**config.mk**
```make
export PLATFORM = sky130hd
export DESIGN_NAME = radio_core
export DESIGN_NICKNAME = d
export VERILOG_FILES = /design/src/radio_regs_pkg.sv /design/src/radio_pkg.sv /design/src/radio_core.sv /design/src/settings_bank.sv /design/src/timekeeper.sv /design/src/ctrl_proc_fsm.sv /design/src/stream_fifo.sv /design/src/sid_demux.sv
export SDC_FILE = /design/constraint.sdc
export NUM_CORES = 2
export LEC_CHECK = 0
export ABC_AREA = 1
export BUFFER_PORTS_ARGS = -buffer_cell sky130_fd_sc_hd__buf_2
export CORE_MARGIN = 1
export CORE_UTILIZATION = 40
export CTS_CLUSTER_SIZE = 16
export DETAILED_ROUTE_END_ITERATION = 8
export SYNTH_ARGS = -nofsm -noshare
export SYNTH_HDL_FRONTEND = slang
export SYNTH_SLANG_ARGS = --single-unit
```
**constraint.sdc**
```tcl
create_clock -name bus_clk -period 8.08 [get_ports bus_clk]
set_clock_uncertainty 0.15 [all_clocks]
set_input_delay 0.404 -clock bus_clk [delete_from_list [all_inputs] [get_ports bus_clk]]
set_output_delay 0.404 -clock bus_clk [all_outputs]
set_load 0.01 [all_outputs]
```
**src/radio_regs_pkg.sv**
```systemverilog
package radio_regs_pkg;

   // Setting register map
   localparam logic [7:0] SR_DACSYNC   = 8'd5;
   localparam logic [7:0] SR_TEST      = 8'd7;
   localparam logic [7:0] SR_MISC_OUTS = 8'd24;
   localparam logic [7:0] SR_READBACK  = 8'd32;
   localparam logic [7:0] SR_TIME_HI   = 8'd128;
   localparam logic [7:0] SR_TIME_LO   = 8'd129;
   localparam logic [7:0] SR_TIME_CTRL = 8'd130;

   // Readback word selection
   typedef enum logic [2:0] {
      RB_TEST      = 3'd0,
      RB_TIME      = 3'd1,
      RB_LASTPPS   = 3'd2,
      RB_MISC      = 3'd3,
      RB_RADIO_NUM = 3'd4
   } rb_sel_e;

   // Bits of the time control register
   localparam int TIME_CTRL_NOW_BIT = 0;
   localparam int TIME_CTRL_PPS_BIT = 1;

endpackage

```
**src/radio_pkg.sv**
```systemverilog
package radio_pkg;

   // Width of the timekeeper counter
   localparam int TIME_W = 64;

   // One beat of the 64-bit packet stream
   typedef struct packed {
      logic        last;
      logic [63:0] data;
   } stream_beat_t;

   // Field view of a packet header beat
   typedef struct packed {
      logic [3:0]  pkt_type;
      logic [11:0] seqnum;
      logic [15:0] length;
      logic [31:0] sid;
   } cvita_hdr_t;

   // Destination taken from the two low stream ID bits
   typedef enum logic [1:0] {
      CHAN_TX_DATA = 2'd0,
      CHAN_CTRL    = 2'd1,
      CHAN_RX_FC   = 2'd2,
      CHAN_RX_CMD  = 2'd3
   } sid_chan_e;

   // Settings bus, one write per strobe
   typedef struct packed {
      logic        stb;
      logic [7:0]  addr;
      logic [31:0] data;
   } set_bus_t;

endpackage
```
**src/radio_core.sv**
```systemverilog
`timescale 1ns/1ps

module radio_core import radio_pkg::*; #(
   parameter logic [31:0] RADIO_NUM      = 32'd0,
   parameter int          DATA_FIFO_SIZE = 5,
   parameter int          MSG_FIFO_SIZE  = 3
) (
   input  logic         bus_clk,
   input  logic         bus_rst,
   input  stream_beat_t i_in_beat,
   input  logic         i_in_valid,
   output logic         o_in_ready,
   output stream_beat_t o_tx_beat,
   output logic         o_tx_valid,
   input  logic         i_tx_ready,
   output stream_beat_t o_resp_beat,
   output logic         o_resp_valid,
   input  logic         i_resp_ready,
   input  logic [31:0]  i_misc_ins,
   output logic [31:0]  o_misc_outs,
   input  logic         i_pps,
   output logic         o_sync_dacs
);

   stream_beat_t      dmx_tx_beat, dmx_ctrl_beat, ctrl_beat;
   logic              dmx_tx_valid, dmx_tx_ready;
   logic              dmx_ctrl_valid, dmx_ctrl_ready;
   logic              ctrl_valid, ctrl_ready;
   set_bus_t          set_bus;
   logic [TIME_W-1:0] cur_time, lastpps_time;
   logic [63:0]       readback;

   ////////////////////////////////////////////////////
   // Stream path
   sid_demux u_sid_demux (
      .bus_clk(bus_clk), .bus_rst(bus_rst),
      .i_beat(i_in_beat), .i_valid(i_in_valid), .o_ready(o_in_ready),
      .o_tx_beat(dmx_tx_beat), .o_tx_valid(dmx_tx_valid), .i_tx_ready(dmx_tx_ready),
      .o_ctrl_beat(dmx_ctrl_beat), .o_ctrl_valid(dmx_ctrl_valid),
      .i_ctrl_ready(dmx_ctrl_ready));

   stream_fifo #(.DEPTH_LOG2(DATA_FIFO_SIZE)) u_tx_fifo (
      .bus_clk(bus_clk), .bus_rst(bus_rst),
      .i_beat(dmx_tx_beat), .i_valid(dmx_tx_valid), .o_ready(dmx_tx_ready),
      .o_beat(o_tx_beat), .o_valid(o_tx_valid), .i_ready(i_tx_ready));

   stream_fifo #(.DEPTH_LOG2(MSG_FIFO_SIZE)) u_ctrl_fifo (
      .bus_clk(bus_clk), .bus_rst(bus_rst),
      .i_beat(dmx_ctrl_beat), .i_valid(dmx_ctrl_valid), .o_ready(dmx_ctrl_ready),
      .o_beat(ctrl_beat), .o_valid(ctrl_valid), .i_ready(ctrl_ready));

   ////////////////////////////////////////////////////
   // Control and settings
   ctrl_proc_fsm u_ctrl_proc_fsm (
      .bus_clk(bus_clk), .bus_rst(bus_rst),
      .i_beat(ctrl_beat), .i_valid(ctrl_valid), .o_ready(ctrl_ready),
      .o_set(set_bus), .i_readback(readback),
      .o_resp_beat(o_resp_beat), .o_resp_valid(o_resp_valid), .i_resp_ready(i_resp_ready));

   timekeeper u_timekeeper (
      .bus_clk(bus_clk), .bus_rst(bus_rst), .i_set(set_bus), .i_pps(i_pps),
      .o_time(cur_time), .o_time_lastpps(lastpps_time));

   settings_bank #(.RADIO_NUM(RADIO_NUM)) u_settings_bank (
      .bus_clk(bus_clk), .bus_rst(bus_rst), .i_set(set_bus),
      .i_time(cur_time), .i_time_lastpps(lastpps_time),
      .i_misc_ins(i_misc_ins), .o_misc_outs(o_misc_outs),
      .o_sync_dacs(o_sync_dacs), .o_readback(readback));

endmodule

```
**src/settings_bank.sv**
```systemverilog
`timescale 1ns/1ps

module settings_bank import radio_pkg::*, radio_regs_pkg::*; #(
   parameter logic [31:0] RADIO_NUM = 32'd0
) (
   input  logic              bus_clk,
   input  logic              bus_rst,
   input  set_bus_t          i_set,
   input  logic [TIME_W-1:0] i_time,
   input  logic [TIME_W-1:0] i_time_lastpps,
   input  logic [31:0]       i_misc_ins,
   output logic [31:0]       o_misc_outs,
   output logic              o_sync_dacs,
   output logic [63:0]       o_readback
);

   logic [31:0] test_q;
   logic [31:0] misc_q;
   rb_sel_e     rb_sel_q;
   logic        dac_hit_q;
   logic        sync_q;
   logic [63:0] rb_q;

   function automatic logic hit(input set_bus_t bus, input logic [7:0] addr);
      return bus.stb && (bus.addr == addr);
   endfunction

   ////////////////////////////////////////////////////
   // Setting registers
   always_ff @(posedge bus_clk) begin
      if (bus_rst) begin
         test_q    <= '0;
         misc_q    <= '0;
         rb_sel_q  <= RB_TEST;
         dac_hit_q <= 1'b0;
         sync_q    <= 1'b0;
      end else begin
         if (hit(i_set, SR_TEST)) begin
            test_q <= i_set.data;
         end
         if (hit(i_set, SR_MISC_OUTS)) begin
            misc_q <= i_set.data;
         end
         if (hit(i_set, SR_READBACK)) begin
            rb_sel_q <= rb_sel_e'(i_set.data[2:0]);
         end
         // Any value written to the DAC sync address fires one pulse
         dac_hit_q <= hit(i_set, SR_DACSYNC);
         sync_q    <= dac_hit_q;
      end
   end

   ////////////////////////////////////////////////////
   // Registered readback mux
   always_ff @(posedge bus_clk) begin
      case (rb_sel_q)
         RB_TEST:      rb_q <= {32'h0, test_q};
         RB_TIME:      rb_q <= i_time;
         RB_LASTPPS:   rb_q <= i_time_lastpps;
         RB_MISC:      rb_q <= {i_misc_ins, misc_q};
         RB_RADIO_NUM: rb_q <= {32'h0, RADIO_NUM};
         default:      rb_q <= '0;
      endcase
   end

   assign o_misc_outs = misc_q;
   assign o_sync_dacs = sync_q;
   assign o_readback  = rb_q;

endmodule

```
**src/timekeeper.sv**
```systemverilog
`timescale 1ns/1ps

module timekeeper import radio_pkg::*, radio_regs_pkg::*; (
   input  logic              bus_clk,
   input  logic              bus_rst,
   input  set_bus_t          i_set,
   input  logic              i_pps,
   output logic [TIME_W-1:0] o_time,
   output logic [TIME_W-1:0] o_time_lastpps
);

   logic [TIME_W-1:0] time_q;
   logic [TIME_W-1:0] lastpps_q;
   logic [TIME_W-1:0] pending_q;
   logic              pps_q;
   logic              armed_q;
   logic              pps_edge;
   logic              ctrl_wr;

   assign pps_edge = i_pps && !pps_q;
   assign ctrl_wr  = i_set.stb && (i_set.addr == SR_TIME_CTRL);

   // Pending load value, written in two halves
   always_ff @(posedge bus_clk) begin
      if (i_set.stb && (i_set.addr == SR_TIME_HI)) begin
         pending_q[63:32] <= i_set.data;
      end
      if (i_set.stb && (i_set.addr == SR_TIME_LO)) begin
         pending_q[31:0] <= i_set.data;
      end
   end

   always_ff @(posedge bus_clk) begin
      if (bus_rst) begin
         time_q    <= '0;
         lastpps_q <= '0;
         pps_q     <= 1'b0;
         armed_q   <= 1'b0;
      end else begin
         pps_q <= i_pps;
         if (ctrl_wr && i_set.data[TIME_CTRL_NOW_BIT]) begin
            time_q <= pending_q;
         end else if (pps_edge && armed_q) begin
            time_q <= pending_q;
         end else begin
            time_q <= time_q + 1'b1;
         end
         // An armed load is its own pps timestamp
         if (pps_edge) begin
            lastpps_q <= armed_q ? pending_q : time_q;
            armed_q   <= 1'b0;
         end
         if (ctrl_wr && i_set.data[TIME_CTRL_PPS_BIT]) begin
            armed_q <= 1'b1;
         end
      end
   end

   assign o_time         = time_q;
   assign o_time_lastpps = lastpps_q;

endmodule

```
**src/ctrl_proc_fsm.sv**
```systemverilog
`timescale 1ns/1ps

module ctrl_proc_fsm import radio_pkg::*; (
   input  logic         bus_clk,
   input  logic         bus_rst,
   input  stream_beat_t i_beat,
   input  logic         i_valid,
   output logic         o_ready,
   output set_bus_t     o_set,
   input  logic [63:0]  i_readback,
   output stream_beat_t o_resp_beat,
   output logic         o_resp_valid,
   input  logic         i_resp_ready
);

   typedef enum logic [2:0] {
      ST_HDR,
      ST_SET,
      ST_DRAIN,
      ST_WRITE,
      ST_RESP_HDR,
      ST_RESP_DATA
   } state_e;

   state_e      state_q;
   cvita_hdr_t  in_hdr;
   cvita_hdr_t  resp_hdr;
   logic [11:0] seq_q;
   logic [31:0] sid_q;
   logic [63:0] rb_q;
   logic        set_stb_q;
   logic [7:0]  set_addr_q;
   logic [31:0] set_data_q;
   logic        settle_q;
   logic        in_fire;
   logic        resp_fire;

   assign in_hdr       = i_beat.data;
   assign o_ready      = state_q inside {ST_HDR, ST_SET, ST_DRAIN};
   assign in_fire      = i_valid && o_ready;
   assign o_resp_valid = state_q inside {ST_RESP_HDR, ST_RESP_DATA};
   assign resp_fire    = o_resp_valid && i_resp_ready;

   always_comb begin
      o_set.stb  = set_stb_q;
      o_set.addr = set_addr_q;
      o_set.data = set_data_q;
   end

   // Response header echoes the sequence number, stream ID halves swapped
   always_comb begin
      resp_hdr        = '0;
      resp_hdr.seqnum = seq_q;
      resp_hdr.sid    = {sid_q[15:0], sid_q[31:16]};
   end

   always_comb begin
      if (state_q == ST_RESP_DATA) begin
         o_resp_beat.last = 1'b1;
         o_resp_beat.data = rb_q;
      end else begin
         o_resp_beat.last = 1'b0;
         o_resp_beat.data = resp_hdr;
      end
   end

   ////////////////////////////////////////////////////
   // Packet state machine
   always_ff @(posedge bus_clk) begin
      if (bus_rst) begin
         state_q   <= ST_HDR;
         set_stb_q <= 1'b0;
         settle_q  <= 1'b0;
      end else begin
         set_stb_q <= (state_q == ST_SET) && in_fire;
         case (state_q)
            ST_HDR: begin
               // A header that is also last carries no setting
               if (in_fire && !i_beat.last) begin
                  state_q <= ST_SET;
               end
            end
            ST_SET: begin
               if (in_fire) begin
                  state_q <= i_beat.last ? ST_WRITE : ST_DRAIN;
               end
            end
            ST_DRAIN: begin
               if (in_fire && i_beat.last) begin
                  state_q <= ST_WRITE;
               end
            end
            ST_WRITE: begin
               // Two cycles so the registered readback sees the new value
               settle_q <= !settle_q;
               if (settle_q) begin
                  state_q <= ST_RESP_HDR;
               end
            end
            ST_RESP_HDR: begin
               if (resp_fire) begin
                  state_q <= ST_RESP_DATA;
               end
            end
            ST_RESP_DATA: begin
               if (resp_fire) begin
                  state_q <= ST_HDR;
               end
            end
            default: state_q <= ST_HDR;
         endcase
      end
   end

   always_ff @(posedge bus_clk) begin
      if ((state_q == ST_HDR) && in_fire) begin
         seq_q <= in_hdr.seqnum;
         sid_q <= in_hdr.sid;
      end
      if ((state_q == ST_SET) && in_fire) begin
         set_addr_q <= i_beat.data[39:32];
         set_data_q <= i_beat.data[31:0];
      end
      // Readback is frozen so the data beat holds under back-pressure
      if ((state_q == ST_RESP_HDR) && resp_fire) begin
         rb_q <= i_readback;
      end
   end

endmodule

```
**src/stream_fifo.sv**
```systemverilog
`timescale 1ns/1ps

module stream_fifo import radio_pkg::*; #(
   parameter int DEPTH_LOG2 = 3
) (
   input  logic         bus_clk,
   input  logic         bus_rst,
   input  stream_beat_t i_beat,
   input  logic         i_valid,
   output logic         o_ready,
   output stream_beat_t o_beat,
   output logic         o_valid,
   input  logic         i_ready
);

   localparam int DEPTH = 1 << DEPTH_LOG2;

   stream_beat_t          mem [DEPTH];
   logic [DEPTH_LOG2-1:0] wr_ptr;
   logic [DEPTH_LOG2-1:0] rd_ptr;
   logic [DEPTH_LOG2:0]   count;
   logic                  full;
   logic                  push;
   logic                  pop;

   assign full    = (count == (DEPTH_LOG2 + 1)'(DEPTH));
   assign o_valid = (count != '0);

   // A full buffer still takes a beat when one leaves in the same cycle
   assign o_ready = !full || i_ready;
   assign push    = i_valid && o_ready;
   assign pop     = o_valid && i_ready;
   assign o_beat  = mem[rd_ptr];

   ////////////////////////////////////////////////////
   // Pointers and occupancy
   always_ff @(posedge bus_clk) begin
      if (bus_rst) begin
         wr_ptr <= '0;
         rd_ptr <= '0;
         count  <= '0;
      end else begin
         if (push) begin
            wr_ptr <= wr_ptr + 1'b1;
         end
         if (pop) begin
            rd_ptr <= rd_ptr + 1'b1;
         end
         case ({push, pop})
            2'b10:   count <= count + 1'b1;
            2'b01:   count <= count - 1'b1;
            default: count <= count;
         endcase
      end
   end

   always_ff @(posedge bus_clk) begin
      if (push) begin
         mem[wr_ptr] <= i_beat;
      end
   end

endmodule

```
**src/sid_demux.sv**
```systemverilog
`timescale 1ns/1ps

module sid_demux import radio_pkg::*; (
   input  logic         bus_clk,
   input  logic         bus_rst,
   input  stream_beat_t i_beat,
   input  logic         i_valid,
   output logic         o_ready,
   output stream_beat_t o_tx_beat,
   output logic         o_tx_valid,
   input  logic         i_tx_ready,
   output stream_beat_t o_ctrl_beat,
   output logic         o_ctrl_valid,
   input  logic         i_ctrl_ready
);

   logic         first_q;
   sid_chan_e    chan_q;
   sid_chan_e    in_chan;
   sid_chan_e    out_chan;
   stream_beat_t out_beat;
   logic         out_valid;
   logic         out_ready;
   cvita_hdr_t   hdr;

   assign hdr = i_beat.data;

   // Route on the header beat, then keep the same port until last
   assign in_chan = first_q ? sid_chan_e'(hdr.sid[1:0]) : chan_q;

   // Unused channels drain at once
   always_comb begin
      case (out_chan)
         CHAN_TX_DATA: out_ready = i_tx_ready;
         CHAN_CTRL:    out_ready = i_ctrl_ready;
         default:      out_ready = 1'b1;
      endcase
   end

   assign o_ready = !out_valid || out_ready;

   always_ff @(posedge bus_clk) begin
      if (bus_rst) begin
         first_q   <= 1'b1;
         chan_q    <= CHAN_TX_DATA;
         out_chan  <= CHAN_TX_DATA;
         out_valid <= 1'b0;
      end else begin
         if (i_valid && o_ready) begin
            first_q <= i_beat.last;
            chan_q  <= in_chan;
         end
         if (o_ready) begin
            out_valid <= i_valid;
            out_chan  <= in_chan;
         end
      end
   end

   always_ff @(posedge bus_clk) begin
      if (i_valid && o_ready) begin
         out_beat <= i_beat;
      end
   end

   assign o_tx_beat    = out_beat;
   assign o_ctrl_beat  = out_beat;
   assign o_tx_valid   = out_valid && (out_chan == CHAN_TX_DATA);
   assign o_ctrl_valid = out_valid && (out_chan == CHAN_CTRL);

endmodule

```
==> metrics.txt <==
unique cell type count in the Yosys netlist 48; Post-Synthesis Cells 9845; FMAX 184 MHz; worst r2r path cells 10; Final Slew Violations 0; CP endpoint kind output pin; # rows 201; critical setup path kind flop to output pin; switch share 0.308; most common flop cell mapped by yosys edfxtp_1; largest net degree at the start of global routing 250; Hold WC Path Type input pin to flop; vias in the first global route 77.4k; global placer's final weighted congestion between 0.8 and 0.9; Startpoint Class flop; total negative slack 0 ns; Worst Path Required approximately 7.5 ns; drt via density roughly 5.7; Tcrit/Tclk final 0.674; Setup-failing EPs final 0; min Tclk post-route 5.45 ns; DRT Pass-1 Iters 9; grt ovf 0; asr flop ratio synth 0; worst-path fanout max roughly 190; # H-tree levels 5; dominant cell type by area after synthesis edfxtp_1; Critical Path End o_tx_beat[1]; Yosys reg bits between 3k and 4k; dpl hpwl 188000 um; TritonCTS buffer count 320; Peak VDD IR ~240 uV; Clock Power Share 0.347; reg2reg end u_tx_fifo.mem[12][30]; area delta synth->final 13.6%; RR Startpoint u_tx_fifo.count[0]; WP data arrival about 5 ns; Root Driver clkbuf_16; GRT Util Overall 0.234; Nets about 10k; crit-path cells clkinv_8, buf_4, o21ai_0, o22ai_1, nand2_1, nand3_1, nand3_1, nand2_1, buf_2; Rel. slew slack 0.0812; CTS tree done; Net Count, Synth between 9k and 10k; RSZ-0062 raised after global routing false; Crit path depth 9; EDFF count, synth 2781; Comb power frac 0.206; die width 552 um; Final Core Density 0.458; Avg WL per Cell 25.6 um; P_leak 45.6 nW; number of gates resized after cts 0; Routed Antenna Nets 0; deepest clock path buffer count 4; Ports around 270; initial core utilization 0.403; Post-Route WL 366000 um; CP top delay family buffers and inverters; die area 0.305 mm^2; Worst-Margin Slew approximately 1.4 ns; worst skew pair latency roughly 0.86 ns; routed vias 81.9k; Hold Vio Cnt, Final 0; first-pass GRT wire length around 530000 um; yosys warns 0; Synth top area share 0.690; Seq pwr share 0.447; initial DRC count 10.2k; WP buf/inv 3; Core ar. 0.300 mm^2; register area share after synthesis 0.741; status complete, no violations; PortBufs 268; clock sink count 3089; ratio of cells with drive above 1 in the final layout 0.0977; initial antenna violation count 22; CP max stage delay slightly above 0.9 ns; total of max-cap violations 0; Reg clk slew, reported paths ~0.06 ns; DRC violations left 0; Die Span Y 552 um; PD cells just under 300 mW/mm^2; net switching power 12.6 mW; Power Internal 28.4 mW; synth top area cells edfxtp_1 69%, o21ai_0 5.5%, nor2_1 5.2%; reg-to-reg setup timing slack 3.76 ns; synthesized cell area approximately 0.12 mm^2; slowest CP cell dfxtp_4; Post-Syn Area per Cell 12.3 um^2
==> power by group through the flow <==
stage               registers [mW]  clock network [mW]  logic [mW]
floorplan                     18.4                   0        5.60
detailed placement            18.7                   0        8.34
CTS                           18.3                14.4        8.41
global route                  18.4                15.0        9.32
global placement              18.7                   0        8.16
finish                        18.3                14.2        8.47
==> cell usage after synthesis, types with 24 or more instances <==
cell type / n
edfxtp_1: 2781
o21ai_1: 96
a211oi_1: 35
a21oi_1: 136
xor2_1: 36
clkbuf_1: 391
buf_4: 33
inv_1: 198
nand2_1: 1294
o22ai_1: 503
o221ai_1: 66
buf_1: 42
buf_6: 24
nor2_1: 1690
o21ai_0: 1318
a31oi_1: 119
o211ai_1: 35
dfxtp_1: 308
nand4_1: 40
buf_2: 150
nand3_1: 427
==> state kept, by name, summed over array words and instances (netlist names), 6 cells and up, named ones only <==
signal,cells
u_ctrl_proc_fsm.rb_q,64
u_settings_bank.o_misc_outs,32
u_settings_bank.o_readback,64
u_ctrl_proc_fsm.set_addr_q,8
u_tx_fifo.count,6
u_settings_bank.test_q,32
u_ctrl_proc_fsm.seq_q,12
u_ctrl_proc_fsm.set_data_q,32
u_ctrl_fifo.mem,424
u_timekeeper.o_time,64
u_tx_fifo.mem,2080
u_ctrl_proc_fsm.sid_q,32
u_timekeeper.pending_q,64
u_sid_demux.o_ctrl_beat,65
u_timekeeper.o_time_lastpps,64
==> routing by layer <==
layer	vias to the layer above	track usage	routed length, um
met5	-	0	54
met4	8	0.0787	12800
met3	667	0.0329	31400
met2	4061	0.379	171000
met1	41000	0.323	151000
li1	36200	-	-
==> layout by cell type, fill, tap and decap left out, types with 36 or more instances in the layout <==
cell type,instances
clkinv_2,56
dlygate4sd3_1,102
clkbuf_1,57
o21ai_1,96
nor2_4,51
buf_4,169
inv_1,190
o221ai_1,66
clkbuf_16,329
edfxtp_1,2781
o22ai_1,503
buf_2,267
nand2_1,1293
clkinv_1,72
nand4_1,40
nand3_1,427
o21ai_0,1318
a31oi_1,119
a21oi_1,136
dfxtp_1,301
nor2_1,1647
xor2_1,36
==> metrics by stage <==
stage | setup WS, ns | power (mW) | area (um^2) | hold slack [ns] | cells
6_report | 2.63 | 41.0 | 137000 | 0.0967 | 14300
5_1_grt | 2.42 | 42.6 | 137000 | 0.0497 | 14300
4_1_cts | 2.65 | 41.1 | 137000 | 0.0278 | 14300
3_5_place_dp | 3.59 | 27.0 | 126000 | 0.239 | 13600
3_3_place_gp | 3.57 | 26.8 | 126000 | 0.237 | 13600
2_1_floorplan | 0.616 | 24.0 | 121000 | 0.236 | 9845
==> how the worst min path moves through the flow <==
| stage | cells after the start | slack, ns | to | start |
|---|---|---|---|---|
| 2_1_floorplan | 0 | 0.24 | u_ctrl_proc_fsm.rb_q[0] | u_settings_bank.o_readback[0] |
| 3_3_place_gp | 0 | 0.24 | u_ctrl_proc_fsm.rb_q[19] | u_settings_bank.o_readback[19] |
| 3_5_place_dp | 0 | 0.24 | u_ctrl_proc_fsm.rb_q[31] | u_settings_bank.o_readback[31] |
| 4_1_cts | 2 | 0.03 | u_sid_demux.o_ctrl_beat[35] | i_in_beat[35] |
| 5_1_grt | 2 | 0.05 | u_sid_demux.o_ctrl_beat[30] | i_in_beat[30] |
| 6_report | 2 | 0.1 | u_sid_demux.o_ctrl_beat[28] | i_in_beat[28] |
==> logic make-up after synthesis <==
group	after synthesis	share of synthesized area
compound gates	2327	0.107
xor+xnor	43	0.00311
fa+ha+maj	15	0.00161
buf+inv	857	0.0309
flops	3089	0.741
mux	2	0.000176
simple gates	3512	0.116
==> final cells by class <==
class | instances | area, um^2
Fill cell | 26700 | 163000
Multi-Input combinational cell | 5899 | 27900
Tap cell | 3958 | 4950
Clock buffer | 399 | 8630
Timing Repair Buffer | 553 | 3930
Sequential cell | 3089 | 89700
Antenna cell | 5 | 12.5
Inverter | 211 | 838
Clock inverter | 172 | 1380
==> what timing repair did <==
action | CTS | global route
hold buffers | 102 | 0
hold endpoints to repair | 141 | 0
buffers inserted | 0 | 0
Power figures use the tool's default switching activity.
